[src/dram_mux_macros.svh]
// --------------------------------------
// dram read mux parameters
// widths, slot count, ordering depth and
// reset pipe length
// --------------------------------------
`ifndef DRAM_MUX_MACROS_SVH
`define DRAM_MUX_MACROS_SVH

// axi4 field widths
`define DMUX_ADDR_W 32
`define DMUX_DATA_W 32
`define DMUX_ID_W 4
`define DMUX_LEN_W 8

// slot 0 is manycore memsys, slot 1 is host pcis
`define DMUX_SLOTS 2

// most bursts in flight toward dram
`define DMUX_ORDER_DEPTH 4
`define DMUX_RST_STAGES 4

`endif

[src/axi4_pkg.sv]
// --------------------------------------
// axi4 read channel types
// address request and read data beat
// --------------------------------------
`include "dram_mux_macros.svh"

package axi4_pkg;

  // ar channel payload, valid/ready travel separately
  typedef struct packed {
    logic [`DMUX_ID_W-1:0]   arid;
    logic [`DMUX_ADDR_W-1:0] araddr;
    logic [`DMUX_LEN_W-1:0]  arlen;
    logic [2:0]              arsize;
    logic [1:0]              arburst;
  } ar_req_t;

  // r channel payload
  typedef struct packed {
    logic [`DMUX_ID_W-1:0]   rid;
    logic [`DMUX_DATA_W-1:0] rdata;
    logic [1:0]              rresp;
    logic                    rlast;
  } r_beat_t;

endpackage : axi4_pkg

[src/dram_mux_pkg.sv]
// --------------------------------------
// dram read mux types
// slot identity and ordering record
// --------------------------------------
`include "dram_mux_macros.svh"

package dram_mux_pkg;

  // also the round-robin priority state
  typedef enum logic {
    SLOT_MC   = 1'b0,
    SLOT_PCIS = 1'b1
  } slot_e;

  // ordering fifo pointer and occupancy
  typedef logic [$clog2(`DMUX_ORDER_DEPTH)-1:0]   order_ptr_t;
  typedef logic [$clog2(`DMUX_ORDER_DEPTH+1)-1:0] order_cnt_t;

endpackage : dram_mux_pkg

[src/ar_arbiter.sv]
// --------------------------------------
// round-robin ar arbiter
// picks one slot, holds the request in a
// one-entry register toward dram
// --------------------------------------
`include "dram_mux_macros.svh"

module ar_arbiter (
  input  logic                                 clk_i
  ,input  logic                                 rst_n_i
  ,input  axi4_pkg::ar_req_t [`DMUX_SLOTS-1:0]  slot_ar_i
  ,input  logic [`DMUX_SLOTS-1:0]               slot_arvalid_i
  ,output logic [`DMUX_SLOTS-1:0]               slot_arready_o
  ,input  logic                                 fifo_full_i
  ,output axi4_pkg::ar_req_t                    dram_ar_o
  ,output logic                                 dram_arvalid_o
  ,input  logic                                 dram_arready_i
  ,output logic                                 grant_v_o
  ,output dram_mux_pkg::slot_e                  grant_slot_o
);

  logic                run_q;
  logic                ar_v_q;
  axi4_pkg::ar_req_t   ar_q;
  dram_mux_pkg::slot_e last_q;
  dram_mux_pkg::slot_e pick;
  logic                slot_open;
  logic                grant;

  // --------------------------------------
  // slot selection
  // --------------------------------------
  always_comb begin
    pick = dram_mux_pkg::SLOT_MC;
    if (slot_arvalid_i[0] && slot_arvalid_i[1]) begin
      // tie goes to the slot not granted last
      pick = (last_q == dram_mux_pkg::SLOT_MC) ? dram_mux_pkg::SLOT_PCIS
                                               : dram_mux_pkg::SLOT_MC;
    end else if (slot_arvalid_i[1]) begin
      pick = dram_mux_pkg::SLOT_PCIS;
    end
  end

  // register empty or draining, and room in the ordering record
  assign slot_open = run_q && !fifo_full_i && (!ar_v_q || dram_arready_i);
  assign grant     = slot_open && slot_arvalid_i[pick];

  for (genvar g = 0; g < `DMUX_SLOTS; g++) begin : g_ready
    assign slot_arready_o[g] = slot_open && (pick == dram_mux_pkg::slot_e'(g));
  end

  // --------------------------------------
  // output register
  // --------------------------------------
  always_ff @(posedge clk_i or negedge rst_n_i) begin
    if (!rst_n_i) begin
      run_q  <= 1'b0;
      ar_v_q <= 1'b0;
      last_q <= dram_mux_pkg::SLOT_PCIS;
    end else begin
      run_q <= 1'b1;
      if (grant) begin
        ar_v_q <= 1'b1;
        last_q <= pick;
      end else if (dram_arready_i) begin
        ar_v_q <= 1'b0;
      end
    end
  end

  always_ff @(posedge clk_i) begin
    if (grant) begin
      ar_q <= slot_ar_i[pick];
    end
  end

  assign dram_ar_o      = ar_q;
  assign dram_arvalid_o = ar_v_q;
  assign grant_v_o      = grant;
  assign grant_slot_o   = pick;

  // request must hold until dram takes it
  a_ar_hold : assert property (@(posedge clk_i) disable iff (!rst_n_i)
    dram_arvalid_o && !dram_arready_i |=> dram_arvalid_o && $stable(dram_ar_o));

endmodule : ar_arbiter

[src/dram_read_mux.sv]
// --------------------------------------
// dram read mux top
// shares one dram ar/r port between the
// manycore and host pcis read masters
// --------------------------------------
`include "dram_mux_macros.svh"

module dram_read_mux (
  input  logic                                clk_i
  ,input  logic                                arst_n_i
  // slot ar
  ,input  axi4_pkg::ar_req_t [`DMUX_SLOTS-1:0] slot_ar_i
  ,input  logic [`DMUX_SLOTS-1:0]              slot_arvalid_i
  ,output logic [`DMUX_SLOTS-1:0]              slot_arready_o
  // slot r
  ,output axi4_pkg::r_beat_t [`DMUX_SLOTS-1:0] slot_r_o
  ,output logic [`DMUX_SLOTS-1:0]              slot_rvalid_o
  ,input  logic [`DMUX_SLOTS-1:0]              slot_rready_i
  // dram side
  ,output axi4_pkg::ar_req_t                   dram_ar_o
  ,output logic                                dram_arvalid_o
  ,input  logic                                dram_arready_i
  ,input  axi4_pkg::r_beat_t                   dram_r_i
  ,input  logic                                dram_rvalid_i
  ,output logic                                dram_rready_o
);

  logic                rst_n;
  logic                grant_v;
  dram_mux_pkg::slot_e grant_slot;
  dram_mux_pkg::slot_e head_slot;
  logic                head_v;
  logic                fifo_full;
  logic                pop;

  reset_pipe u_reset_pipe (
    .clk_i   (clk_i   )
    ,.arst_n_i(arst_n_i)
    ,.rst_n_o (rst_n   )
  );

  ar_arbiter u_ar_arbiter (
    .clk_i         (clk_i         )
    ,.rst_n_i       (rst_n         )
    ,.slot_ar_i     (slot_ar_i     )
    ,.slot_arvalid_i(slot_arvalid_i)
    ,.slot_arready_o(slot_arready_o)
    ,.fifo_full_i   (fifo_full     )
    ,.dram_ar_o     (dram_ar_o     )
    ,.dram_arvalid_o(dram_arvalid_o)
    ,.dram_arready_i(dram_arready_i)
    ,.grant_v_o     (grant_v       )
    ,.grant_slot_o  (grant_slot    )
  );

  order_fifo u_order_fifo (
    .clk_i      (clk_i     )
    ,.rst_n_i    (rst_n     )
    ,.push_i     (grant_v   )
    ,.push_slot_i(grant_slot)
    ,.pop_i      (pop       )
    ,.head_slot_o(head_slot )
    ,.head_v_o   (head_v    )
    ,.full_o     (fifo_full )
  );

  r_router u_r_router (
    .clk_i        (clk_i        )
    ,.dram_r_i     (dram_r_i     )
    ,.dram_rvalid_i(dram_rvalid_i)
    ,.dram_rready_o(dram_rready_o)
    ,.head_slot_i  (head_slot    )
    ,.head_v_i     (head_v       )
    ,.slot_r_o     (slot_r_o     )
    ,.slot_rvalid_o(slot_rvalid_o)
    ,.slot_rready_i(slot_rready_i)
    ,.pop_o        (pop          )
  );

endmodule : dram_read_mux

[src/order_fifo.sv]
// --------------------------------------
// ordering record of outstanding bursts
// one slot identity per accepted ar
// --------------------------------------
`include "dram_mux_macros.svh"

module order_fifo (
  input  logic                 clk_i
  ,input  logic                 rst_n_i
  ,input  logic                 push_i
  ,input  dram_mux_pkg::slot_e  push_slot_i
  ,input  logic                 pop_i
  ,output dram_mux_pkg::slot_e  head_slot_o
  ,output logic                 head_v_o
  ,output logic                 full_o
);

  dram_mux_pkg::slot_e     mem_q [`DMUX_ORDER_DEPTH];
  dram_mux_pkg::order_ptr_t wr_ptr_q;
  dram_mux_pkg::order_ptr_t rd_ptr_q;
  dram_mux_pkg::order_cnt_t count_q;

  localparam dram_mux_pkg::order_ptr_t LastPtr =
    dram_mux_pkg::order_ptr_t'(`DMUX_ORDER_DEPTH - 1);

  always_ff @(posedge clk_i or negedge rst_n_i) begin
    if (!rst_n_i) begin
      wr_ptr_q <= '0;
      rd_ptr_q <= '0;
      count_q  <= '0;
    end else begin
      if (push_i) begin
        wr_ptr_q <= (wr_ptr_q == LastPtr) ? '0 : wr_ptr_q + 1'b1;
      end
      if (pop_i) begin
        rd_ptr_q <= (rd_ptr_q == LastPtr) ? '0 : rd_ptr_q + 1'b1;
      end
      case ({push_i, pop_i})
        2'b10:   count_q <= count_q + 1'b1;
        2'b01:   count_q <= count_q - 1'b1;
        default: count_q <= count_q;
      endcase
    end
  end

  always_ff @(posedge clk_i) begin
    if (push_i) begin
      mem_q[wr_ptr_q] <= push_slot_i;
    end
  end

  assign head_slot_o = mem_q[rd_ptr_q];
  assign head_v_o    = (count_q != '0);
  assign full_o      = (count_q == dram_mux_pkg::order_cnt_t'(`DMUX_ORDER_DEPTH));

  // arbiter holds off when full
  a_no_overflow : assert property (@(posedge clk_i) disable iff (!rst_n_i)
    push_i |-> !full_o);

  // rlast only for a recorded burst
  a_no_underflow : assert property (@(posedge clk_i) disable iff (!rst_n_i)
    pop_i |-> head_v_o);

endmodule : order_fifo

[src/r_router.sv]
// --------------------------------------
// read data router
// steers dram beats to the head slot,
// retires the burst on rlast
// --------------------------------------
`include "dram_mux_macros.svh"

module r_router (
  input  logic                                clk_i
  ,input  axi4_pkg::r_beat_t                   dram_r_i
  ,input  logic                                dram_rvalid_i
  ,output logic                                dram_rready_o
  ,input  dram_mux_pkg::slot_e                 head_slot_i
  ,input  logic                                head_v_i
  ,output axi4_pkg::r_beat_t [`DMUX_SLOTS-1:0] slot_r_o
  ,output logic [`DMUX_SLOTS-1:0]              slot_rvalid_o
  ,input  logic [`DMUX_SLOTS-1:0]              slot_rready_i
  ,output logic                                pop_o
);

  logic r_xfer;

  for (genvar g = 0; g < `DMUX_SLOTS; g++) begin : g_slot
    assign slot_r_o[g]      = dram_r_i;
    assign slot_rvalid_o[g] = dram_rvalid_i && head_v_i &&
                              (head_slot_i == dram_mux_pkg::slot_e'(g));
  end

  // owner's ready goes straight back to dram
  assign dram_rready_o = head_v_i && slot_rready_i[head_slot_i];
  assign r_xfer        = dram_rvalid_i && dram_rready_o;
  assign pop_o         = r_xfer && dram_r_i.rlast;

  // dram answers only bursts it was given
  a_r_owned : assert property (@(posedge clk_i) dram_rvalid_i |-> head_v_i);

endmodule : r_router

[src/reset_pipe.sv]
// --------------------------------------
// reset synchronizer
// asserts at once, releases after a
// fixed number of clock edges
// --------------------------------------
`include "dram_mux_macros.svh"

module reset_pipe (
  input  logic clk_i
  ,input  logic arst_n_i
  ,output logic rst_n_o
);

  logic [`DMUX_RST_STAGES-1:0] sync_q;

  always_ff @(posedge clk_i or negedge arst_n_i) begin
    if (!arst_n_i) begin
      sync_q <= '0;
    end else begin
      // shift ones in after release
      sync_q <= {sync_q[`DMUX_RST_STAGES-2:0], 1'b1};
    end
  end

  assign rst_n_o = sync_q[`DMUX_RST_STAGES-1];

endmodule : reset_pipe

[config.mk]
export PLATFORM = sky130hd
export DESIGN_NAME = dram_read_mux
export DESIGN_NICKNAME = d
export VERILOG_FILES = /design/src/axi4_pkg.sv /design/src/dram_mux_pkg.sv /design/src/ar_arbiter.sv /design/src/dram_read_mux.sv /design/src/order_fifo.sv /design/src/r_router.sv /design/src/reset_pipe.sv
export VERILOG_INCLUDE_DIRS = /design/src /design/src/src
export SDC_FILE = /design/constraint.sdc
export NUM_CORES = 1
export LEC_CHECK = 0
export BUFFER_PORTS_ARGS = -buffer_cell sky130_fd_sc_hd__buf_4
export CAP_MARGIN = 20
export CORE_AREA = 2 2 108 110
export DETAILED_ROUTE_END_ITERATION = 8
export DIE_AREA = 0 0 110 112
export GPL_TIMING_DRIVEN = 1
export PLACE_DENSITY_LB_ADDON = 0.1
export SLEW_MARGIN = 20
export SYNTH_ARGS = -nofsm -noshare
export SYNTH_HDL_FRONTEND = slang
export SYNTH_SLANG_ARGS = --single-unit
export TNS_END_PERCENT = 30
[constraint.sdc]
create_clock -name clk_i -period 2.86 [get_ports clk_i]
set_input_delay 0.143 -clock clk_i [delete_from_list [all_inputs] [get_ports clk_i]]
set_output_delay 0.143 -clock clk_i [all_outputs]
set_load 0.1 [all_outputs]
### Word-level counts from Yosys, hierarchy flattened

Memory sizes are Yosys's and may differ from the RTL's.
Cells that the tools add are included.

* register bits after elaboration: 63
* bits in writable memories: 4
* input bits: 145
* memories kept: 1

* $add $sub $neg: 4
* $lt $le $gt $ge: 2
* equal/unequal tests: 5
* mux-type cells: 16
* bitwise gates (word level): 2
* reductions and logical operators: 18

Memory list
* u_order_fifo.mem_q: words 4, width 1, rd ports 1, clocked after memory_dff 0, write ports 1, line order_fifo.sv:18 `` dram_mux_pkg::slot_e mem_q [`DMUX_ORDER_DEPTH]; ``

Operators by type and width (number)
* two-way mux 49 bit: 2
* logical AND 1 bit: 12
* two-way mux 1 bit: 11
* == test 2 bit (second input constant): 3
* case mux 3 bit (2 select lines): 1
* adder 2 x 1 -> 2 bit (second input constant): 2
* less-than comparator 1 x 2 -> 1 bit (second input constant): 2
* two-way mux 2 bit: 2
* nonzero test 2 bit: 2
* adder 3 x 1 -> 3 bit (second input constant): 1
* == test 3 bit (second input constant): 1
* nonzero test 3 bit: 1
* subtractor 3 x 1 -> 3 bit (second input constant): 1
* == test 2 x 1 -> 1 bit (second input constant): 1
* zero test 1 bit: 2
* NOT 1 bit: 2
* logical OR 1 bit: 1

### Depth between registers and ports, before layout

Gate-level depths: netlist of run 1.
An unclocked memory read counts as a cell.

* word-level depth: 8
* mapped depth: 9
* mapped depth without buffers: 9

### Hierarchy

A second synthesis of run 1 with hierarchy kept.

* cell total of the unflattened synthesis: 247
* area, all modules: 3513.4 sq um

By module, submodules not included
* ar_arbiter: instances 1, cells each 118, area each 2224.6 sq um
* r_router: instances 1, cells each 84, area each 629.4 sq um
* order_fifo: instances 1, cells each 40, area each 555.5 sq um
* reset_pipe: instances 1, cells each 5, area each 103.8 sq um

### Worst setup path after synthesis of run 1

No wires, ideal clock.

* path kind: reg2reg
* from: register u_ar_arbiter.ar_v_q (netlist: u_ar_arbiter.dram_arvalid_o)
* to: memory u_order_fifo.mem_q[0] in the netlist's numbering (enable)
* library setup time: 0.296 ns
* arrival time: 2.640 ns
* data required time: 2.564 ns
* setup slack: -0.077 ns
* stages on the path, launching flop included: 6
* clock period less this slack: 2.937 ns
* path through: dfrtp_1 -> nand2b_1 -> o311a_1 -> o21ai_0 -> inv_1 -> and2_1

* cells in the longest elaborated chain, start to end: 6

RTL lines
* start, declared: line ar_arbiter.sv:23 `logic ar_v_q;`
* start signal, assigned: line ar_arbiter.sv:58 `ar_v_q <= 1'b0;`
* start signal, assigned: line ar_arbiter.sv:63 `ar_v_q <= 1'b1;`
* start signal, assigned: line ar_arbiter.sv:66 `ar_v_q <= 1'b0;`
* zero test 1 bit: line ar_arbiter.sv:45 `assign slot_open = run_q && !fifo_full_i && (!ar_v_q || dram_arready_i);`
* logical OR 1 bit: line ar_arbiter.sv:45
* logical AND 1 bit: line ar_arbiter.sv:45
* logical AND 1 bit: line ar_arbiter.sv:46 `assign grant = slot_open && slot_arvalid_i[pick];`
* named net grant_v: line dram_read_mux.sv:29 `logic grant_v;`
* two-way mux 1 bit: line order_fifo.sv:47 `if (push_i) begin`
* two-way mux 1 bit (not written as such): line order_fifo.sv:48 `mem_q[wr_ptr_q] <= push_slot_i;`
* end, declared: line order_fifo.sv:18

The timed path passes the listed nets, and every way through them passes these cells.

### Final worst setup path of run 1

* from: register u_order_fifo.rd_ptr_q[0]
* to: register u_order_fifo.count_q[2]

* cells in the longest elaborated chain, start to end: 8
* elaborated cells between the ends (all ways): 10
* classes of those cells: eq/ne: 2; mux: 3; reduce/logical: 4; memory: 1

RTL lines
* start, declared: line order_fifo.sv:20 `dram_mux_pkg::order_ptr_t rd_ptr_q;`
* start signal, assigned: line order_fifo.sv:36 `rd_ptr_q <= (rd_ptr_q == LastPtr) ? '0 : rd_ptr_q + 1'b1;`
* memory read (4 x 1 bit) *
* two-way mux 1 bit (not written as such) * (2 in series): line r_router.sv:30 `assign dram_rready_o = head_v_i && slot_rready_i[head_slot_i];`
* logical AND 1 bit *: line r_router.sv:30
* logical AND 1 bit *: line r_router.sv:31 `assign r_xfer = dram_rvalid_i && dram_rready_o;`
* logical AND 1 bit *: line r_router.sv:32 `assign pop_o = r_xfer && dram_r_i.rlast;`
* named net pop: line dram_read_mux.sv:34 `logic pop;`
* == test 2 x 1 -> 1 bit or == test 2 bit (tied branches): line order_fifo.sv:38 `case ({push_i, pop_i})`
* case mux 3 bit (2 select lines) or nonzero test 2 bit (tied branches)
* end signal, assigned: line order_fifo.sv:39 `2'b10: count_q <= count_q + 1'b1;`
* end signal, assigned: line order_fifo.sv:40 `2'b01: count_q <= count_q - 1'b1;`
* end signal, assigned: line order_fifo.sv:41 `default: count_q <= count_q;`
* end, declared: line order_fifo.sv:21 `dram_mux_pkg::order_cnt_t count_q;`

The timed path passes the listed nets; every way through them passes the cells marked *. The select of a mux whose other input is x is not followed.
A chain may end at the register's enable or synchronous reset.

==> flow_summary_export.csv, run 1 <==
group,metric,value,unit
final_layout,layoutNonFillerInstCount,493,
timing,setup_viol,0,
floorplanning,die_w,110,µm
floorplanning,placementRows,39,
floorplanning,start_util,31.1,%
logic_synthesis,postSynth.asyncResetShare,20.9,%
clock_network,worstSkewPairLatency,0.33,ns
logic_synthesis,syn_area,0.00348,mm²
clock_network,cts-root-buf,"clkbuf_16",
clock_network,cts_tree,"done",
grt,first_global_vias,2331,
logic_synthesis,synth_commonest_cells,"78 x buf_4, 53 x edfxtp_1, 51 x mux2_2",
placement,placed_area,0.00432,mm²
final_layout,nFillCells,1085,
final_layout,nets,497,
pwr,power_leakage,1.99,nW
clock_network,cts_buffers,9,
timing,hold_ws,0.0980,ns
critical_path,cp_slowest_cell,"mux4_2",
timing,maxSlewViolCount,0,
placement,port-buffer-count,163,
critical_path,max_stage_delay,0.56,ns
routing,via_per_inst,4.24,
final_layout,stdcell_area,0.00463,mm²
floorplanning,ioPinCount,278,
logic_synthesis,synth_seq_area_share,55.8,%
min_path,min_path_type,"in -> reg",
logic_synthesis,synth_edf_count,53,
logic_synthesis,yosysWarnings,0,
critical_path,startpoint_type,"flop",
placement,dpl.cell_count,475,
logic_synthesis,synth_cell_types,27,
routing,routedWlPerCell,14.9,µm
routing,drc,0,
logic_synthesis,synth_area_per_cell,14.1,µm²
grt,gr-total-overflow,0,
clock_network,ctsResizeCount,0,
timing,period_minus_slack,2.56,ns
clock_network,clock-sinks,67,
placement,routabilityCongestion,0.698,
clock_network,htreeDepth,3,
grt,grt_usage,12.7,%
pwr,ir_worst_vdd,0.000553,V
clock_network,cts_buffer_depth,2,
routing,ant_nets,0,
logic_synthesis,ys.flop_type,"edfxtp_1",
timing,period_share,89.4,%
critical_path,critPathCaptureType,"flop",
clock_network,clk_pin_slew,0.05,ns
critical_path,cp.arrival,2.80,ns
critical_path,cp.required,3.11,ns
logic_synthesis,yosysTopAreaCell,"edfxtp_1",
critical_path,path_class,"reg -> reg",
floorplanning,die_height,112,µm
grt,antenna_found_initial,0,
timing,clock.fmax,391,MHz
grt,grt_pass1_wl,11.6,mm
routing,routed_wl,7.35,mm
final_layout,area_growth,33.0,%
critical_path,path_max_fanout,4,
final_layout,antennaDiodeCount,0,
routing,drtPass1Iterations,4,
critical_path,cp_cell_sequence,"mux4_2 > mux2i_1 > nor3b_2 > ha_1 > inv_1 > fa_1 > xor2_1 > nor2_1 > xnor2_1",
timing,slew_headroom,59.8,%
timing,worst_clock_skew,0.00430,ns
floorplanning,die-area,0.0123,mm²
timing,tightest_slew,0.596,ns
flow_run,cap_violations,0,
logic_synthesis,synth_seq_cells,67,
logic_synthesis,synth_most_common_cell,"buf_4",
final_layout,fin_util,41.4,%
placement,hpwl,5.56,mm
logic_synthesis,postSynthCellCount,247,
timing,rsz0062_at_grt,"no",
outcome,outcome,"finished, final reports clean",
routing,drtIter0Drc,24,
timing,final.setup.tns,0,ns
logic_synthesis,yosys.area.top_type_share,45.7,%
routing,dr_total_vias,2091,
logic_synthesis,synth_area_leaders,"edfxtp_1 46%, buf_4 17%, mux2_2 16%",
final_layout,drive_gt1_share,68.0,%
pwr,power_density,925,mW/mm²
grt,grt_max_degree,46,
floorplanning,coreArea,0.0112,mm²
timing,finalHoldViolCount,0,
-- layer usage --
metal | track usage (%) | up-vias | part of all wire (%)
met1 | 13.1 | 970 | 34
met3 | 5.15 | 34 | 8.8
met2 | 21.6 | 103 | 53
met5 | 0 | - | 0
met4 | 7.26 | 0 | 4.0
li1 | - | 984 | -
-- power breakdown --
group | switching, W | internal, W | leakage, nW
Sequential | 0.0000977 | 0.00130 | 0.659
Combinational | 0.00131 | 0.000508 | 1.19
Clock | 0.000398 | 0.000666 | 0.140
-- registers in the layout, summed over array words and instances (netlist names) --
name                         flops
u_order_fifo.mem_q               4
u_order_fifo.count_q             3
u_order_fifo.rd_ptr_q            2
u_ar_arbiter.dram_arvalid_o      1
u_order_fifo.wr_ptr_q            2
u_ar_arbiter.run_q               1
u_ar_arbiter.last_q              1
u_ar_arbiter.dram_ar_o          49
u_reset_pipe.sync_q              4
-- cells by family (layout without fill, tap and decap cells) --
logic type	count (synthesis)	after routing	synth area share, %
compound gates	8	8	1.62
xor+xnor	3	3	0.755
fa+ha+maj	7	7	2.73
buf+inv	91	193	18.4
flops	67	67	55.8
mux	56	56	18.4
other cells	1	2	0.108
simple gates	14	14	2.19
-- area by class of cell --
class,instances,area (µm²),share of cell area (%)
clock buffer,10,229,4.95
tap,143,179,3.87
sequential,67,1940,42.0
multi-input combinational,90,912,19.7
clock inverter,6,56.3,1.22
inverter,8,33.8,0.730
timing repair buffer,169,1270,27.5
-- worst paths after layout --
| path | start | to | slack, ns | cells past startpoint |
|---|---|---|---|---|
| min in group asynchronous | arst_n_i | u_reset_pipe.sync_q[3] | 0.16 | 2 |
| max in group asynchronous | u_reset_pipe.sync_q[3] | u_ar_arbiter.last_q | 2.37 | 0 |
| min reg2reg | u_reset_pipe.sync_q[3] | u_order_fifo.wr_ptr_q[1] | 0.17 | 0 |
| min | slot_arvalid_i[1] | u_ar_arbiter.last_q | 0.1 | 3 |
| max | u_order_fifo.rd_ptr_q[0] | u_order_fifo.count_q[2] | 0.30 | 9 |
| max reg2reg | u_order_fifo.rd_ptr_q[0] | u_order_fifo.count_q[2] | 0.30 | 9 |
-- worst max-delay path: cells and delay by family (launching register included) --
kind / cells / cell delay, ns
muxes: 2 / 0.73
adders and majority gates: 2 / 0.61
xor gates and xnor gates: 2 / 0.28
buffers and inverters: 1 / 0.06
DFF: 1 / 0.39
and+or+nand+nor: 2 / 0.41
-- per-stage QoR --
stage,power (W),setup WS (ns)
after floorplan,0.00331,0.0966
after global placement,0.00325,0.320
after detailed placement,0.00326,0.254
after CTS,0.00435,0.250
after global routing,0.00450,0.146
final,0.00428,0.303
-- cell usage in the layout (no fill, tap or decap), drive strengths merged, types with 2 or more instances in the layout --
cell type    netlist  layout
clkinv             0       4
a31oi              2       2
conb               1       2
dfrtp             13      13
clkbuf             0      10
mux2              53      53
and2               5       5
buf               83     167
xnor2              2       2
inv                8       7
ha                 6       6
dlygate4sd3        0       2
nor2               6       6
edfxtp            53      53
clkinvlp           0       2
mux2i              2       2
-- timing repair --
action	in CTS	in global routing
setup buffers	0	0
hold endpoints to repair	5	0
hold buffers	2	0
(Power assumes the default switching activity.)
==> run 2: changes to the inputs <==
REMOVE_ABC_BUFFERS = 1   (was unset)
==> flow_summary_export.csv, run 2 (synthesis results as in run 1) <==
group,metric,value,unit
routing,routed_wl,12.4,mm
placement,port-buffer-count,163,
outcome,outcome,"finished, final reports clean",
pwr,power_leakage,1.98,nW
placement,hpwl,10.2,mm
min_path,hold_start,"slot_ar_i[75]",
min_path,holdPathStages,2,
grt,grt_use_met1,14.3,%
clock_network,postCtsSetupRepairBufs,0,
grt,first_global_vias,2312,
critical_path,cp_cell_sequence,"mux4_2 > mux2i_1 > nor3b_2 > ha_1 > inv_1 > fa_1 > xor2_1 > nor2_1 > xnor2_1",
routing,dr_total_vias,2201,
min_path,whs_endpoint,"u_ar_arbiter.dram_ar_o[26]",
floorplanning,die_height,112,µm
critical_path,max_stage_delay,0.57,ns
placement,routabilityCongestion,0.778,
routing,drc,0,
critical_path,cp.required,3.10,ns
pwr,seq_power_share,33.5,%
floorplanning,placementRows,39,
pwr,switchingPower,0.00179,W
final_layout,antennaDiodeCount,0,
final_layout,nets,495,
critical_path,rr_startpoint,"u_order_fifo.rd_ptr_q[0]",
critical_path,cp_slowest_cell,"mux4_2",
timing,period_share,92.3,%
clock_network,cts_tree,"done",
final_layout,seq_area,0.00194,mm²
min_path,min_path_type,"in -> reg",
clock_network,clock-sinks,67,
critical_path,regToRegEndpoint,"u_order_fifo.count_q[2]",
routing,drtPass1Iterations,4,
timing,maxSlewViolCount,0,
floorplanning,start_util,31.1,%
timing,tightest_slew,0.524,ns
routing,drtIter0Drc,74,
final_layout,final_cell_mix,"163 x buf_4, 53 x edfxtp_1, 51 x mux2_2, 13 x dfrtp_1, 9 x clkbuf_16",
routing,via_per_inst,4.49,
timing,worst_clock_skew,0.00836,ns
routing,routedWlPerCell,25.2,µm
timing,period_minus_slack,2.64,ns
critical_path,path_max_fanout,4,
timing,clock.fmax,379,MHz
pwr,p_comb_share,43.8,%
timing,slew_headroom,65.0,%
timing,finalHoldViolCount,0,
grt,gr-total-overflow,0,
grt,grt_pass1_wl,16.5,mm
pwr,ir_worst_vdd,0.000509,V
clock_network,worstSkewPairLatency,0.32,ns
critical_path,r2r_slack,0.22,ns
grt,grt_usage,20.1,%
final_layout,nFillCells,1082,
floorplanning,die_w,110,µm
pwr,pwr-share-clk,22.7,%
floorplanning,coreArea,0.0112,mm²
pwr,p_int,0.00239,W
timing,setup_viol,0,
clock_network,cts-root-buf,"clkbuf_16",
pwr,p_sw_share,42.9,%
clock_network,cts_buffers,9,
final_layout,layout_commonest_cell,"buf_4",
pwr,power_density,909,mW/mm²
final_layout,drive_gt1_share,67.1,%
final_layout,area_growth,32.1,%
critical_path,cp.arrival,2.88,ns
grt,gr-usage-met3,21.0,%
final_layout,stdcell_area,0.00460,mm²
critical_path,startpoint_type,"flop",
floorplanning,ioPinCount,278,
critical_path,path_class,"reg -> reg",
timing,fin_ws,0.221,ns
clock_network,clk_pin_slew,0.05,ns
critical_path,critPathCaptureType,"flop",
grt,grt_max_degree,56,
placement,pre_cts_ws,0.231,ns
placement,placed_area,0.00433,mm²
clock_network,htreeDepth,3,
final_layout,largest_register_ffs,49,
grt,top_usage_layer,"met2",
clock_network,cts_buffer_depth,2,
final_layout,multi_input_area,912,µm²
grt,use_met2,33.0,%
grt,antenna_found_initial,0,
timing,rsz0062_at_grt,"no",
floorplanning,die-area,0.0123,mm²
flow_run,cap_violations,0,
critical_path,worst-r2r-cell-count,9,
timing,hold_ws,0.118,ns
routing,ant_nets,0,
final_layout,fin_util,41.2,%
## run 2: stage by stage
stage | cells | setup TNS (ns) | total power [W]
after floorplan | 165 | -41.22 | 0.00280
after global routing | 490 | 0 | 0.00437
final | 490 | 0 | 0.00418
after CTS | 490 | 0 | 0.00424
after detailed placement | 473 | 0 | 0.00326
after global placement | 473 | 0 | 0.00325
## run 2: how the worst max path moves through the flow
stage / startpoint / end / slack [ns]
after floorplan: u_ar_arbiter.last_q / slot_arready_o[0] / -1.60
after global placement: u_order_fifo.rd_ptr_q[0] / u_order_fifo.count_q[2] / 0.29
after detailed placement: u_order_fifo.rd_ptr_q[0] / u_order_fifo.count_q[2] / 0.23
after CTS: u_order_fifo.rd_ptr_q[0] / u_order_fifo.count_q[2] / 0.21
after global routing: u_order_fifo.rd_ptr_q[0] / u_order_fifo.count_q[2] / 0.1
final: u_order_fifo.rd_ptr_q[0] / u_order_fifo.count_q[2] / 0.22
## run 2: final cells by class
cell class	count	area share, %
Multi-Input combinational cell	90	19.8
Sequential cell	67	42.2
Tap cell	143	3.89
Timing Repair Buffer	167	27.9
Clock buffer	11	5.06
Inverter	8	0.653
Clock inverter	4	0.408
## run 2: metal layers
layer / vias up / part of all wire (%)
li1: 974 / -
met1: 989 / 23
met2: 211 / 49
met3: 25 / 24
met4: 2 / 3.4
met5: - / 0.53
## run 2: power by group through the flow
stage          registers (W)  logic [W]  clock network [W]
6_report             0.00140    0.00183           0.000951
4_1_cts              0.00140    0.00185           0.000985
5_1_grt              0.00142    0.00192            0.00103
3_5_place_dp         0.00142    0.00184                  0
3_3_place_gp         0.00141    0.00184                  0
2_1_floorplan        0.00219   0.000610                  0
## run 2: what timing repair did
action / in CTS / in global routing
hold buffers: 2 / 0
hold endpoints to repair: 5 / 0
gates resized for setup: 0 / 0
## run 2: worst max-delay path: cells and delay by family (launching register included)
family                     cells  cell delay [ns]
muxes                          2             0.75
xor gates and xnor gates       2             0.27
DFF                            1             0.41
and+or+nand+nor                2             0.45
adders and majority gates      2             0.62
buffers and inverters          1             0.06
